===== config.mk =====
export PLATFORM = sky130hd
export DESIGN_NAME = axi_mem_top
export DESIGN_NICKNAME = d
export VERILOG_FILES = /design/src/design/mem_geom_pkg.sv /design/src/design/axi_chan_pkg.sv /design/src/design/axi_skid_buffer.sv /design/src/design/axi_mem_array.sv /design/src/design/axi_write_engine.sv /design/src/design/axi_read_engine.sv /design/src/design/axi_mem_top.sv
export SDC_FILE = /design/constraint.sdc
export NUM_CORES = 2
export LEC_CHECK = 0
export ABC_AREA = 1
export BUFFER_PORTS_ARGS = -buffer_cell sky130_fd_sc_hd__buf_2
export CAP_MARGIN = 15
export CORE_MARGIN = 2
export CORE_UTILIZATION = 55
export DETAILED_ROUTE_END_ITERATION = 12
export PLACE_DENSITY = 0.71
export SKIP_LAST_GASP = 1
export SLEW_MARGIN = 5
export SYNTH_ARGS = -nofsm -noshare
export SYNTH_HDL_FRONTEND = slang
export SYNTH_SLANG_ARGS = --single-unit

===== constraint.sdc =====
create_clock -name clk -period 6.9 [get_ports clk]
set_clock_uncertainty 0.2 [all_clocks]
set_input_delay 0.345 -clock clk [delete_from_list [all_inputs] [get_ports clk]]
set_output_delay 0.345 -clock clk [all_outputs]
set_load 0.01 [all_outputs]

===== src/design/mem_geom_pkg.sv =====
`default_nettype none

package mem_geom_pkg;

  // ----------------------------------------------------------------------
  // Bus widths
  // ----------------------------------------------------------------------
  localparam int ADDR_W = 8;
  localparam int DATA_W = 16;
  localparam int STRB_W = DATA_W / 8;
  localparam int ID_W   = 4;

  // ----------------------------------------------------------------------
  // Memory geometry
  // ----------------------------------------------------------------------
  // Byte offset bits inside one data word
  localparam int LSB       = $clog2(STRB_W);
  localparam int MEM_AW    = ADDR_W - LSB;
  localparam int MEM_DEPTH = 1 << MEM_AW;

endpackage

`default_nettype wire


===== src/design/axi_chan_pkg.sv =====
`default_nettype none

package axi_chan_pkg;

  import mem_geom_pkg::*;

  localparam int LEN_W   = 8;
  localparam int SIZE_W  = 3;
  localparam int BURST_W = 2;
  localparam int RESP_W  = 2;

  localparam logic [BURST_W-1:0] BURST_FIXED = 2'b00;
  localparam logic [RESP_W-1:0]  RESP_OKAY   = 2'b00;

  // ----------------------------------------------------------------------
  // Channel payloads
  // ----------------------------------------------------------------------
  typedef struct packed {
    logic [ID_W-1:0]    id;
    logic [ADDR_W-1:0]  addr;
    logic [LEN_W-1:0]   len;
    logic [SIZE_W-1:0]  size;
    logic [BURST_W-1:0] burst;
  } axi_aw_t;

  // Read requests carry the same fields
  typedef axi_aw_t axi_ar_t;

  typedef struct packed {
    logic [DATA_W-1:0] data;
    logic [STRB_W-1:0] strb;
    logic              last;
  } axi_w_t;

  typedef struct packed {
    logic [ID_W-1:0]   id;
    logic [RESP_W-1:0] resp;
  } axi_b_t;

  typedef struct packed {
    logic [ID_W-1:0]   id;
    logic [DATA_W-1:0] data;
    logic [RESP_W-1:0] resp;
    logic              last;
  } axi_r_t;

  // Address of the following beat; WRAP falls through to INCR
  function automatic logic [ADDR_W-1:0] next_beat_addr(
    input logic [ADDR_W-1:0]  addr,
    input logic [SIZE_W-1:0]  size,
    input logic [BURST_W-1:0] burst
  );
    logic [ADDR_W-1:0] step;
    step = ADDR_W'(1) << size;
    if (burst == BURST_FIXED) begin
      return addr;
    end
    return addr + step;
  endfunction

endpackage

`default_nettype wire


===== src/design/axi_skid_buffer.sv =====
`default_nettype none

module axi_skid_buffer #(
  parameter type payload_t = logic
) (
  input  wire      clk,
  input  wire      rst_n,

  input  wire      i_valid,
  input  payload_t i_data,
  output logic     o_ready,

  output logic     o_valid,
  output payload_t o_data,
  input  wire      i_ready
);

  payload_t skid_data;
  logic     skid_valid;
  logic     out_free;
  logic     in_fire;

  // Upstream ready comes straight from the spare slot flop
  assign o_ready  = !skid_valid;
  assign out_free = !o_valid || i_ready;
  assign in_fire  = i_valid && o_ready;

  // ----------------------------------------------------------------------
  // Control
  // ----------------------------------------------------------------------
  always_ff @(posedge clk) begin
    if (!rst_n) begin
      o_valid    <= 1'b0;
      skid_valid <= 1'b0;
    end else if (out_free) begin
      // Spare entry drains first to keep order
      o_valid    <= skid_valid || in_fire;
      skid_valid <= 1'b0;
    end else if (in_fire) begin
      skid_valid <= 1'b1;
    end
  end

  // ----------------------------------------------------------------------
  // Payload
  // ----------------------------------------------------------------------
  always_ff @(posedge clk) begin
    if (out_free) begin
      o_data <= skid_valid ? skid_data : i_data;
    end
    if (!out_free && in_fire) begin
      skid_data <= i_data;
    end
  end

  a_hold_stable: assert property (@(posedge clk) disable iff (!rst_n)
    o_valid && !i_ready |=> $stable(o_data))
    else $error("skid buffer payload changed while stalled");

endmodule

`default_nettype wire


===== src/design/axi_mem_array.sv =====
`default_nettype none

module axi_mem_array
  import mem_geom_pkg::*;
(
  input  wire                clk,

  input  wire                i_wr_en,
  input  wire  [MEM_AW-1:0]  i_wr_addr,
  input  wire  [DATA_W-1:0]  i_wr_data,
  input  wire  [STRB_W-1:0]  i_wr_strb,

  input  wire                i_rd_en,
  input  wire  [MEM_AW-1:0]  i_rd_addr,
  output logic [DATA_W-1:0]  o_rd_data
);

  logic [DATA_W-1:0] mem [MEM_DEPTH];

  // ----------------------------------------------------------------------
  // Write port with one enable per byte lane
  // ----------------------------------------------------------------------
  always_ff @(posedge clk) begin
    for (int i = 0; i < STRB_W; i++) begin
      if (i_wr_en && i_wr_strb[i]) begin
        mem[i_wr_addr][8*i +: 8] <= i_wr_data[8*i +: 8];
      end
    end
  end

  // Registered read that holds its output between reads
  always_ff @(posedge clk) begin
    if (i_rd_en) begin
      o_rd_data <= mem[i_rd_addr];
    end
  end

endmodule

`default_nettype wire


===== src/design/axi_write_engine.sv =====
`default_nettype none

module axi_write_engine
  import mem_geom_pkg::*, axi_chan_pkg::*;
(
  input  wire                clk,
  input  wire                rst_n,

  input  wire                i_aw_valid,
  input  axi_aw_t            i_aw,
  output logic               o_aw_ready,

  input  wire                i_w_valid,
  input  axi_w_t             i_w,
  output logic               o_w_ready,

  output logic               o_b_valid,
  output axi_b_t             o_b,
  input  wire                i_b_ready,

  output logic               o_wr_en,
  output logic [MEM_AW-1:0]  o_wr_addr,
  output logic [DATA_W-1:0]  o_wr_data,
  output logic [STRB_W-1:0]  o_wr_strb
);

  typedef enum logic [1:0] {
    WR_IDLE,
    WR_BURST,
    WR_RESP
  } wr_state_t;

  wr_state_t state;
  wr_state_t state_d;

  // Burst context latched from AW
  logic [ID_W-1:0]    w_id;
  logic [ADDR_W-1:0]  w_addr;
  logic [SIZE_W-1:0]  w_size;
  logic [BURST_W-1:0] w_burst;

  logic [ID_W-1:0]    cur_id;
  logic [ADDR_W-1:0]  cur_addr;
  logic [SIZE_W-1:0]  cur_size;
  logic [BURST_W-1:0] cur_burst;

  logic               b_valid;
  logic [ID_W-1:0]    b_id;
  logic               b_free;
  logic               b_load;
  logic               aw_fire;
  logic               w_fire;

  assign o_aw_ready = (state == WR_IDLE);
  // First beat may ride along with its AW
  assign o_w_ready  = (state == WR_IDLE) ? i_aw_valid : (state == WR_BURST);

  assign aw_fire = i_aw_valid && o_aw_ready;
  assign w_fire  = i_w_valid && o_w_ready;
  assign b_free  = !b_valid || i_b_ready;

  // In IDLE the context comes straight from the AW buffer
  always_comb begin
    if (state == WR_IDLE) begin
      cur_id    = i_aw.id;
      cur_addr  = i_aw.addr;
      cur_size  = i_aw.size;
      cur_burst = i_aw.burst;
    end else begin
      cur_id    = w_id;
      cur_addr  = w_addr;
      cur_size  = w_size;
      cur_burst = w_burst;
    end
  end

  // ----------------------------------------------------------------------
  // Next state
  // ----------------------------------------------------------------------
  always_comb begin
    state_d = state;
    b_load  = 1'b0;
    case (state)
      WR_IDLE: begin
        if (aw_fire) begin
          state_d = WR_BURST;
        end
      end
      WR_BURST: begin
      end
      WR_RESP: begin
        if (b_free) begin
          state_d = WR_IDLE;
          b_load  = 1'b1;
        end
      end
      default: state_d = WR_IDLE;
    endcase

    // Burst ends on WLAST and AWLEN is not tracked
    if (w_fire && i_w.last) begin
      if (b_free) begin
        state_d = WR_IDLE;
        b_load  = 1'b1;
      end else begin
        state_d = WR_RESP;
      end
    end
  end

  always_ff @(posedge clk) begin
    if (!rst_n) begin
      state   <= WR_IDLE;
      b_valid <= 1'b0;
    end else begin
      state   <= state_d;
      b_valid <= b_load || (b_valid && !i_b_ready);
    end
  end

  always_ff @(posedge clk) begin
    if (aw_fire) begin
      w_id    <= i_aw.id;
      w_size  <= i_aw.size;
      w_burst <= i_aw.burst;
    end
    if (w_fire) begin
      w_addr <= next_beat_addr(cur_addr, cur_size, cur_burst);
    end else if (aw_fire) begin
      w_addr <= i_aw.addr;
    end
    if (b_load) begin
      b_id <= cur_id;
    end
  end

  // ----------------------------------------------------------------------
  // Outputs
  // ----------------------------------------------------------------------
  assign o_wr_en   = w_fire;
  assign o_wr_addr = cur_addr[ADDR_W-1:LSB];
  assign o_wr_data = i_w.data;
  assign o_wr_strb = i_w.strb;

  assign o_b_valid = b_valid;
  assign o_b       = '{id: b_id, resp: RESP_OKAY};

  // A burst parked in RESP sits behind a pending B and takes no beats
  a_no_w_in_resp: assert property (@(posedge clk) disable iff (!rst_n)
    state == WR_RESP |-> b_valid && !w_fire)
    else $error("W beat accepted while a response was pending");

endmodule

`default_nettype wire


===== src/design/axi_read_engine.sv =====
`default_nettype none

module axi_read_engine
  import mem_geom_pkg::*, axi_chan_pkg::*;
(
  input  wire                clk,
  input  wire                rst_n,

  input  wire                i_ar_valid,
  input  axi_ar_t            i_ar,
  output logic               o_ar_ready,

  output logic               o_r_valid,
  output axi_r_t             o_r,
  input  wire                i_r_ready,

  output logic               o_rd_en,
  output logic [MEM_AW-1:0]  o_rd_addr,
  input  wire  [DATA_W-1:0]  i_rd_data
);

  typedef enum logic {
    RD_IDLE,
    RD_BURST
  } rd_state_t;

  rd_state_t state;
  rd_state_t state_d;
  logic      ar_ready_d;

  logic [ID_W-1:0]    r_id;
  logic [ADDR_W-1:0]  r_addr;
  logic [LEN_W-1:0]   r_len;
  logic [SIZE_W-1:0]  r_size;
  logic [BURST_W-1:0] r_burst;

  logic [ID_W-1:0]    cur_id;
  logic [ADDR_W-1:0]  cur_addr;
  logic [LEN_W-1:0]   cur_len;
  logic [SIZE_W-1:0]  cur_size;
  logic [BURST_W-1:0] cur_burst;

  // Beat currently presented on R
  logic               r_valid;
  logic               r_last;
  logic [ID_W-1:0]    r_out_id;

  logic               ar_fire;
  logic               r_free;
  logic               issue;

  assign ar_fire = i_ar_valid && o_ar_ready;
  assign r_free  = !r_valid || i_r_ready;
  // One array read per free R slot
  assign issue   = r_free && (ar_fire || state == RD_BURST);

  always_comb begin
    if (state == RD_IDLE) begin
      cur_id    = i_ar.id;
      cur_addr  = i_ar.addr;
      cur_len   = i_ar.len;
      cur_size  = i_ar.size;
      cur_burst = i_ar.burst;
    end else begin
      cur_id    = r_id;
      cur_addr  = r_addr;
      cur_len   = r_len;
      cur_size  = r_size;
      cur_burst = r_burst;
    end
  end

  // ----------------------------------------------------------------------
  // Next state
  // ----------------------------------------------------------------------
  always_comb begin
    state_d    = state;
    ar_ready_d = o_ar_ready;
    if (ar_fire) begin
      state_d    = RD_BURST;
      ar_ready_d = 1'b0;
    end
    // Last beat issued so AR opens again
    if (issue && cur_len == '0) begin
      state_d    = RD_IDLE;
      ar_ready_d = 1'b1;
    end
  end

  always_ff @(posedge clk) begin
    if (!rst_n) begin
      state      <= RD_IDLE;
      o_ar_ready <= 1'b1;
      r_valid    <= 1'b0;
      r_last     <= 1'b0;
    end else begin
      state      <= state_d;
      o_ar_ready <= ar_ready_d;
      r_valid    <= issue || (r_valid && !i_r_ready);
      if (issue) begin
        r_last <= (cur_len == '0);
      end else if (i_r_ready) begin
        r_last <= 1'b0;
      end
    end
  end

  always_ff @(posedge clk) begin
    if (ar_fire) begin
      r_id    <= i_ar.id;
      r_size  <= i_ar.size;
      r_burst <= i_ar.burst;
    end
    if (issue) begin
      r_addr   <= next_beat_addr(cur_addr, cur_size, cur_burst);
      r_len    <= cur_len - 1'b1;
      r_out_id <= cur_id;
    end else if (ar_fire) begin
      r_addr <= i_ar.addr;
      r_len  <= i_ar.len;
    end
  end

  // ----------------------------------------------------------------------
  // Outputs
  // ----------------------------------------------------------------------
  assign o_rd_en   = issue;
  assign o_rd_addr = cur_addr[ADDR_W-1:LSB];

  // Array data is held while R stalls since no read is issued
  assign o_r_valid = r_valid;
  assign o_r       = '{id: r_out_id, data: i_rd_data, resp: RESP_OKAY, last: r_last};

  a_last_with_valid: assert property (@(posedge clk) disable iff (!rst_n)
    o_r.last |-> o_r_valid)
    else $error("rlast high without rvalid");

endmodule

`default_nettype wire


===== src/design/axi_mem_top.sv =====
`default_nettype none

module axi_mem_top
  import mem_geom_pkg::*, axi_chan_pkg::*;
(
  input  wire     clk,
  input  wire     rst_n,

  input  wire     i_aw_valid,
  input  axi_aw_t i_aw,
  output logic    o_aw_ready,

  input  wire     i_w_valid,
  input  axi_w_t  i_w,
  output logic    o_w_ready,

  output logic    o_b_valid,
  output axi_b_t  o_b,
  input  wire     i_b_ready,

  input  wire     i_ar_valid,
  input  axi_ar_t i_ar,
  output logic    o_ar_ready,

  output logic    o_r_valid,
  output axi_r_t  o_r,
  input  wire     i_r_ready
);

  axi_aw_t           aw_sb;
  logic              aw_sb_valid;
  logic              aw_sb_ready;

  axi_w_t            w_sb;
  logic              w_sb_valid;
  logic              w_sb_ready;

  logic              wr_en;
  logic [MEM_AW-1:0] wr_addr;
  logic [DATA_W-1:0] wr_data;
  logic [STRB_W-1:0] wr_strb;

  logic              rd_en;
  logic [MEM_AW-1:0] rd_addr;
  logic [DATA_W-1:0] rd_data;

  // ----------------------------------------------------------------------
  // Write path
  // ----------------------------------------------------------------------
  axi_skid_buffer #(
    .payload_t (axi_aw_t)
  ) u_aw_skid (
    .clk     (clk),
    .rst_n   (rst_n),
    .i_valid (i_aw_valid),
    .i_data  (i_aw),
    .o_ready (o_aw_ready),
    .o_valid (aw_sb_valid),
    .o_data  (aw_sb),
    .i_ready (aw_sb_ready)
  );

  axi_skid_buffer #(
    .payload_t (axi_w_t)
  ) u_w_skid (
    .clk     (clk),
    .rst_n   (rst_n),
    .i_valid (i_w_valid),
    .i_data  (i_w),
    .o_ready (o_w_ready),
    .o_valid (w_sb_valid),
    .o_data  (w_sb),
    .i_ready (w_sb_ready)
  );

  axi_write_engine u_write_engine (
    .clk        (clk),
    .rst_n      (rst_n),
    .i_aw_valid (aw_sb_valid),
    .i_aw       (aw_sb),
    .o_aw_ready (aw_sb_ready),
    .i_w_valid  (w_sb_valid),
    .i_w        (w_sb),
    .o_w_ready  (w_sb_ready),
    .o_b_valid  (o_b_valid),
    .o_b        (o_b),
    .i_b_ready  (i_b_ready),
    .o_wr_en    (wr_en),
    .o_wr_addr  (wr_addr),
    .o_wr_data  (wr_data),
    .o_wr_strb  (wr_strb)
  );

  // ----------------------------------------------------------------------
  // Read path with AR going straight to the engine
  // ----------------------------------------------------------------------
  axi_read_engine u_read_engine (
    .clk        (clk),
    .rst_n      (rst_n),
    .i_ar_valid (i_ar_valid),
    .i_ar       (i_ar),
    .o_ar_ready (o_ar_ready),
    .o_r_valid  (o_r_valid),
    .o_r        (o_r),
    .i_r_ready  (i_r_ready),
    .o_rd_en    (rd_en),
    .o_rd_addr  (rd_addr),
    .i_rd_data  (rd_data)
  );

  axi_mem_array u_mem_array (
    .clk       (clk),
    .i_wr_en   (wr_en),
    .i_wr_addr (wr_addr),
    .i_wr_data (wr_data),
    .i_wr_strb (wr_strb),
    .i_rd_en   (rd_en),
    .i_rd_addr (rd_addr),
    .o_rd_data (rd_data)
  );

endmodule

`default_nettype wire


-- After elaboration in Yosys (flattened, before gate mapping)
Memory sizes are Yosys's and may differ from the RTL's. A register that Yosys moved wholly into a read port is not among the register bits.
Cells that the tools add are included.
- shift-type cells: 2
- bitwise operators: 1
- reductions and logical operators: 44
- equal/unequal tests: 5
- add/subtract/negate cells: 3
- muxes and demuxes: 41
- operator list (cell ; count):
    8-bit two-way mux ; 13
    25-bit two-way mux ; 1
    19-bit two-way mux ; 1
    8-bit adder ; 2
    1-bit by 3-bit left shift with 8-bit output, first input constant ; 2
    1-bit two-way mux ; 15
    1-bit logical AND ; 14
    2-bit two-way mux ; 6
    1-bit logical NOT ; 10
    1-bit logical OR ; 9
    8-bit logical NOT ; 1
    4-bit two-way mux ; 2
    8-bit by 1-bit subtractor with 8-bit output, second input constant ; 1
    2-bit logical NOT ; 3
    3-bit two-way mux ; 2
    3-bit by 1-bit inequality test with 1-bit output, second input constant ; 2
    2-bit one-hot mux with 3 select lines ; 1
    2-bit nonzero test ; 3
    2-bit OR reduction ; 3
    3-bit AND reduction ; 1
    2-bit by 1-bit == test with 1-bit output, second input constant ; 1
    2-bit == test, second input constant ; 1
    2-bit inequality test, second input constant ; 1
    1-bit NOT ; 1
- bits in registers: 141
- output and inout bits: 34
- memory bits (writable): 2048
- input bits: 76
- word-level logic and storage cells: 133
- memories: 1
- memory list (name ; depth ; bits a word ; rd ports ; clocked after Yosys merged registers in ; write ports ; line ; RTL):
    u_mem_array.mem ; 128 ; 16 ; 1 ; 1 ; 1 ; axi_mem_array.sv:18 ; logic [DATA_W-1:0] mem [MEM_DEPTH];

-- Logic depth before layout (Yosys ltp)
- depth in word-level cells: 7
- mapped depth: 18
- depth with buffers taken out: 17

-- By module
From an unflattened synthesis, not the netlist that was laid out.
- cell total of the unflattened synthesis: 7820
- area, all modules: 91639.1 sq um
- by module, submodules not included (module ; instances ; cells each ; area each (sq um)):
    axi_mem_array ; 1 ; 7039 ; 84010.6
    axi_read_engine ; 1 ; 306 ; 2408.6
    axi_skid_buffer at u_aw_skid ; 1 ; 142 ; 1944.4
    axi_write_engine ; 1 ; 222 ; 1813.0
    axi_skid_buffer at u_w_skid ; 1 ; 111 ; 1462.7

-- Least setup slack after synthesis
OpenSTA, ideal clock, no wires.
- path type: register to register
- from: reg u_write_engine.state[1]
- to: reg u_w_skid.skid_data[0] (netlist bit) (enable)
- arrival: 2868 ps
- slack: 3357 ps
- period minus slack after synthesis: 3543 ps
- library setup time: 474 ps
- cell stages (with the launch flop): 6
- path buffers: 0
- data required time: 6226 ps
- path through: dfxtp_1 -> nor2_2 -> inv_1 -> nor2_1 -> o21ai_0 -> nor3_1
- longest elaborated chain between the ends: 5
- ends and longest elaborated chain (element ; line ; RTL):
    start, declared ; axi_write_engine.sv:33 ; wr_state_t state;
    start signal, assigned ; axi_write_engine.sv:116 ; state <= state_d;
    2-bit by 1-bit == test with 1-bit output or 2-bit logical NOT (tied branches) ; axi_write_engine.sv:56 ; assign o_w_ready = (state == WR_IDLE) ? i_aw_valid : (state == WR_BURST);
    1-bit two-way mux (*) ; axi_write_engine.sv:56 ;
    1-bit logical OR (*) ; axi_skid_buffer.sv:25 ; assign out_free = !o_valid || i_ready;
    1-bit logical NOT (*) ; axi_skid_buffer.sv:51 ; if (!out_free && in_fire) begin
    1-bit logical AND (*) ; axi_skid_buffer.sv:51 ;
    end signal, assigned ; axi_skid_buffer.sv:52 ; skid_data <= i_data;
    end, declared ; axi_skid_buffer.sv:18 ; payload_t skid_data;
Mark *: on every way between the ends. The rest lies on a longest branch, timed or not.
A chain may end at the register's enable or synchronous reset.

-- Worst setup path in the final report
- from: reg u_read_engine.state
- to: reg u_mem_array.o_rd_data[8] (read register of u_mem_array.mem) (data pin)
- longest elaborated chain between the ends: 2
- ends and longest elaborated chain (element ; line ; RTL):
    start, declared ; axi_read_engine.sv:27 ; rd_state_t state;
    start signal, assigned ; axi_read_engine.sv:97 ; state <= state_d;
    1-bit logical OR ; axi_read_engine.sv:55 ; assign issue = r_free && (ar_fire || state == RD_BURST);
    1-bit logical AND ; axi_read_engine.sv:55 ;
    end, declared ; axi_mem_array.sv:15 ; output logic [DATA_W-1:0] o_rd_data
Parallel ways exist; a longest one is shown, timed or not.

==> results.md <==
- Adder-cell area share of the yosys netlist: 0.252%
- Ys flop type: edfxtp_1
- Num CTS Buffers: 208
- Crit path max-delay cell type: dfxtp_1
- Worst endpoint required time: 7200 ps
- Max-capacitance violation count: 0
- Setup WS post-layout: 1810 ps
- Pin count of the biggest net entering global routing: 187
- Cell area after synthesis: 90300 um2
- Multiplexer area fraction after synthesis: 0.0554%
- Sequential area share after synthesis: 72.9%
- Fill count: 12310
- Slew headroom: 8.76%
- DRC errors left: 0
- R2R Path End: u_mem_array.o_rd_data[8]$_DFFE_PP_
- Min cycle time layout: 5090 ps
- First-pass GRT wire length: 356000 um
- Max-slew violations: 0
- Global-route usage over all layers: 28.0%
- CP top delay family: simple AND/OR/NAND/NOR gates
- Max IR drop VDD: 0.285 mV
- Min-Delay Path Class: in -> reg
- Largest family of logic cells by synthesized area: simple AND/OR/NAND/NOR gates
- Area leader, netlist: edfxtp_1
- Top cells by count, synth: nand3_1 (2236), nand2_1 (2215), edfxtp_1 (2186)
- Simple-Gate Fraction of Synth Area: 23.1%
- Crit start category: register
- Leakage: 34.3 nW
- Post-synth ARST share: 0%
- Synth Area in XOR/XNOR: 0.0970%
- Worst R2R Start: u_read_engine.state$_SDFFE_PP0P_
- CP most frequent cell: nand3_1
- WP data arrival: 5390 ps
- Crit path largest cell delay: 930 ps
- Mean routed wirelength per cell: 23.8 um
- Tcrit/Tclk final: 73.8%
- Detailed Route WL: 239000 um
- DP HPWL: 137000 um
- Clock Path Buffers: 3
- CTS root buffer: clkbuf_16
- Routability cong.: 0.893
- Yosys reg bits: 2197
- Mapped Avg Cell Area: 11.7 um2
- 1st-iter DRT viols: 8635
- Share of layout cells above drive strength 1: 6.82%
- Routed vias/inst: 6.09
- Die width: 409 um
- Netlist cell types: 38
- Vias in the first global route: 57625
- Critical Path Source: u_read_engine.state$_SDFFE_PP0P_
- Layout Area Growth over Synthesis: 10.4%
- Post-Place Setup Slack: 1770 ps
- Path depth of the worst reg2reg path: 12
- Row count: 148
- H-tree levels: 4
- Post-synth EDFFs: 2186
- Clk Latency, worst-skew pair: 850 ps
- Vias: 61127
- CP cell instances: inv_2, nand2_2, nand2_4, buf_12, nand2_1, nand3_1, nand3_1, nand3_1, nand3_1, nand3_1, nand3_1, nand2_1
- Sink Count: 2197
- Buf/Inv on CP: 2
- Crit. End Element: register
- Fmax: 196 MHz
- GR Overflow Total: 0
- Final hold viol count: 0
- IO Count: 110
- WP depth: 12
- Initial antenna violation count: 6
- Drt pass-1 iters: 6
- Count leader, synth: nand3_1
- Final TNS setup: 0 ps
- Setup-failing EPs final: 0
- Reg clk slew, reported paths: 60 ps
- Synth Warn #: 0
- Post-synthesis compound-gate area fraction: 0.564%
- Worst reg2reg setup slack: 1810 ps
- Routed Antenna Nets: 0
- Port Buf Inserts: 97
- CP Class: reg -> reg
- Die Y: 409 um
- RSZ-0062 raised after global routing: false
- Synth top area share: 72.7%
- Actual slew at the worst max-slew pin: 1350 ps
- Core Area: 163000 um2
- Leading post-synthesis cells by cell area: edfxtp_1 (73%), nand3_1 (12%), nand2_1 (9.2%)
- Critical path fanouts, max: 186
- Critical Path End: u_mem_array.o_rd_data[8]$_DFFE_PP_
- CTS tree: yes
- P per Cell Area: 300 nW/um2
- Nets@finish: 7785
- DIE AREA: 167000 um2
- Status: complete, no violations
- Initial core utilization: 55.4%
- Mapped Cells: 7702
[cell type report]
cell class                      count  area (um2)  share of cell area [%]
Antenna cell                        5        12.5                  0.0126
Clock buffer                      256        5420                    5.43
Clock inverter                    122         953                   0.956
Inverter                           63         246                   0.247
Multi-Input combinational cell   4923       21900                    22.0
Sequential cell                  2197       65900                    66.1
Tap cell                         2175        2720                    2.73
Timing Repair Buffer              299        2570                    2.58
[cells by family after synthesis]
logic type / count (synthesis)
AO/OA/AOI/OAI: 90
XOR/XNOR: 10
adder cells (fa/ha/maj): 17
buffers and inverters: 585
flip-flops: 2197
multiplexers: 5
other: 1
AND/OR/NAND/NOR: 4797
[state kept, by name, summed over array words and instances (netlist names), 8 cells and up]
register / cells
u_aw_skid.skid_data: 17
u_read_engine.r_addr: 8
u_write_engine.w_addr: 8
u_mem_array.mem: 2048
u_aw_skid.o_data: 17
u_mem_array.o_rd_data: 16
u_read_engine.r_len: 8
u_w_skid.skid_data: 19
u_w_skid.o_data: 19
[worst register-to-register path, stage by stage, from the launching register on]
cell and delay (ps):
dfxtp_1 930, inv_2 390, nand2_2 570, nand2_4 520, buf_12 400, nand2_1 390, nand3_1 80, nand3_1 160
nand3_1 130, nand3_1 180, nand3_1 280, nand3_1 270, nand2_1 250
[per-stage QoR]
step	utilization, %	hold WS [ps]	area [um2]	power [mW]	std cells
2_1_floorplan	-	218	90300	17.8	7705
3_3_place_gp	56.6	229	92300	19.1	9561
3_5_place_dp	56.7	239	92300	19.2	9562
4_1_cts	61.1	0.484	99600	29.8	10033
5_1_grt	61.2	30.7	99700	30.8	10038
6_report	61.2	54.4	99700	29.9	10040
[worst min path at each step]
stage / cells past startpoint / endpoint / startpoint / slack [ps]
after CTS: 2 / u_read_engine.r_burst[0]$_DFFE_PP_ / i_ar[0] / 0.5
final: 2 / u_read_engine.r_size[0]$_DFFE_PP_ / i_ar[2] / 50
after detailed placement: 0 / u_write_engine.w_id[1]$_DFFE_PP_ / u_aw_skid.o_data[22]$_DFFE_PN_ / 240
after global placement: 0 / u_write_engine.w_size[2]$_DFFE_PP_ / u_aw_skid.o_data[4]$_DFFE_PN_ / 230
after global routing: 2 / u_aw_skid.skid_data[20]$_DFFE_PP_ / i_aw[20] / 30
after floorplan: 0 / u_write_engine.w_size[2]$_DFFE_PP_ / u_aw_skid.o_data[4]$_DFFE_PN_ / 220
[cells in the final DEF, fill, tap and decap left out, drive strengths merged]
cell	n
a2111oi	1
a211oi	1
a21o	1
a21oi	25
a22oi	1
a2bb2oi	2
a31oi	5
buf	206
bufinv	12
clkbuf	256
clkinv	99
clkinvlp	5
conb	4
dfxtp	11
diode	5
dlygate4sd3	93
edfxtp	2186
fa	2
ha	15
inv	69
mux2i	5
nand2	2216
nand3	2236
nand3b	2
nand4	4
nor2	321
nor3	2
o21a	1
o21ai	48
o221ai	1
o22ai	4
or2	15
or3	1
xnor2	6
xor2	4
[power by group]
part	switching, mW	leakage [nW]	internal [mW]
Clock	4.86	3.11	6.00
Combinational	2.95	11.4	0.987
Sequential	0.0698	19.8	15.0
[routing by layer]
layer	vias up	global-route usage (%)	part of all wire (%)
li1	27380	-	-
met5	-	0	0
met1	29445	38.0	38
met2	3752	44.5	47
met3	550	4.80	10
met4	0	13.3	5.0
[repair_timing]
| action | in CTS | in global routing |
|---|---|---|
| gates resized for setup | 0 | 0 |
| endpoints found under the hold margin | 167 | 0 |
| setup endpoints to repair | 0 | 0 |
| hold buffers | 93 | 0 |
| buffers inserted | 0 | 0 |
Power figures use the tool's default switching activity.
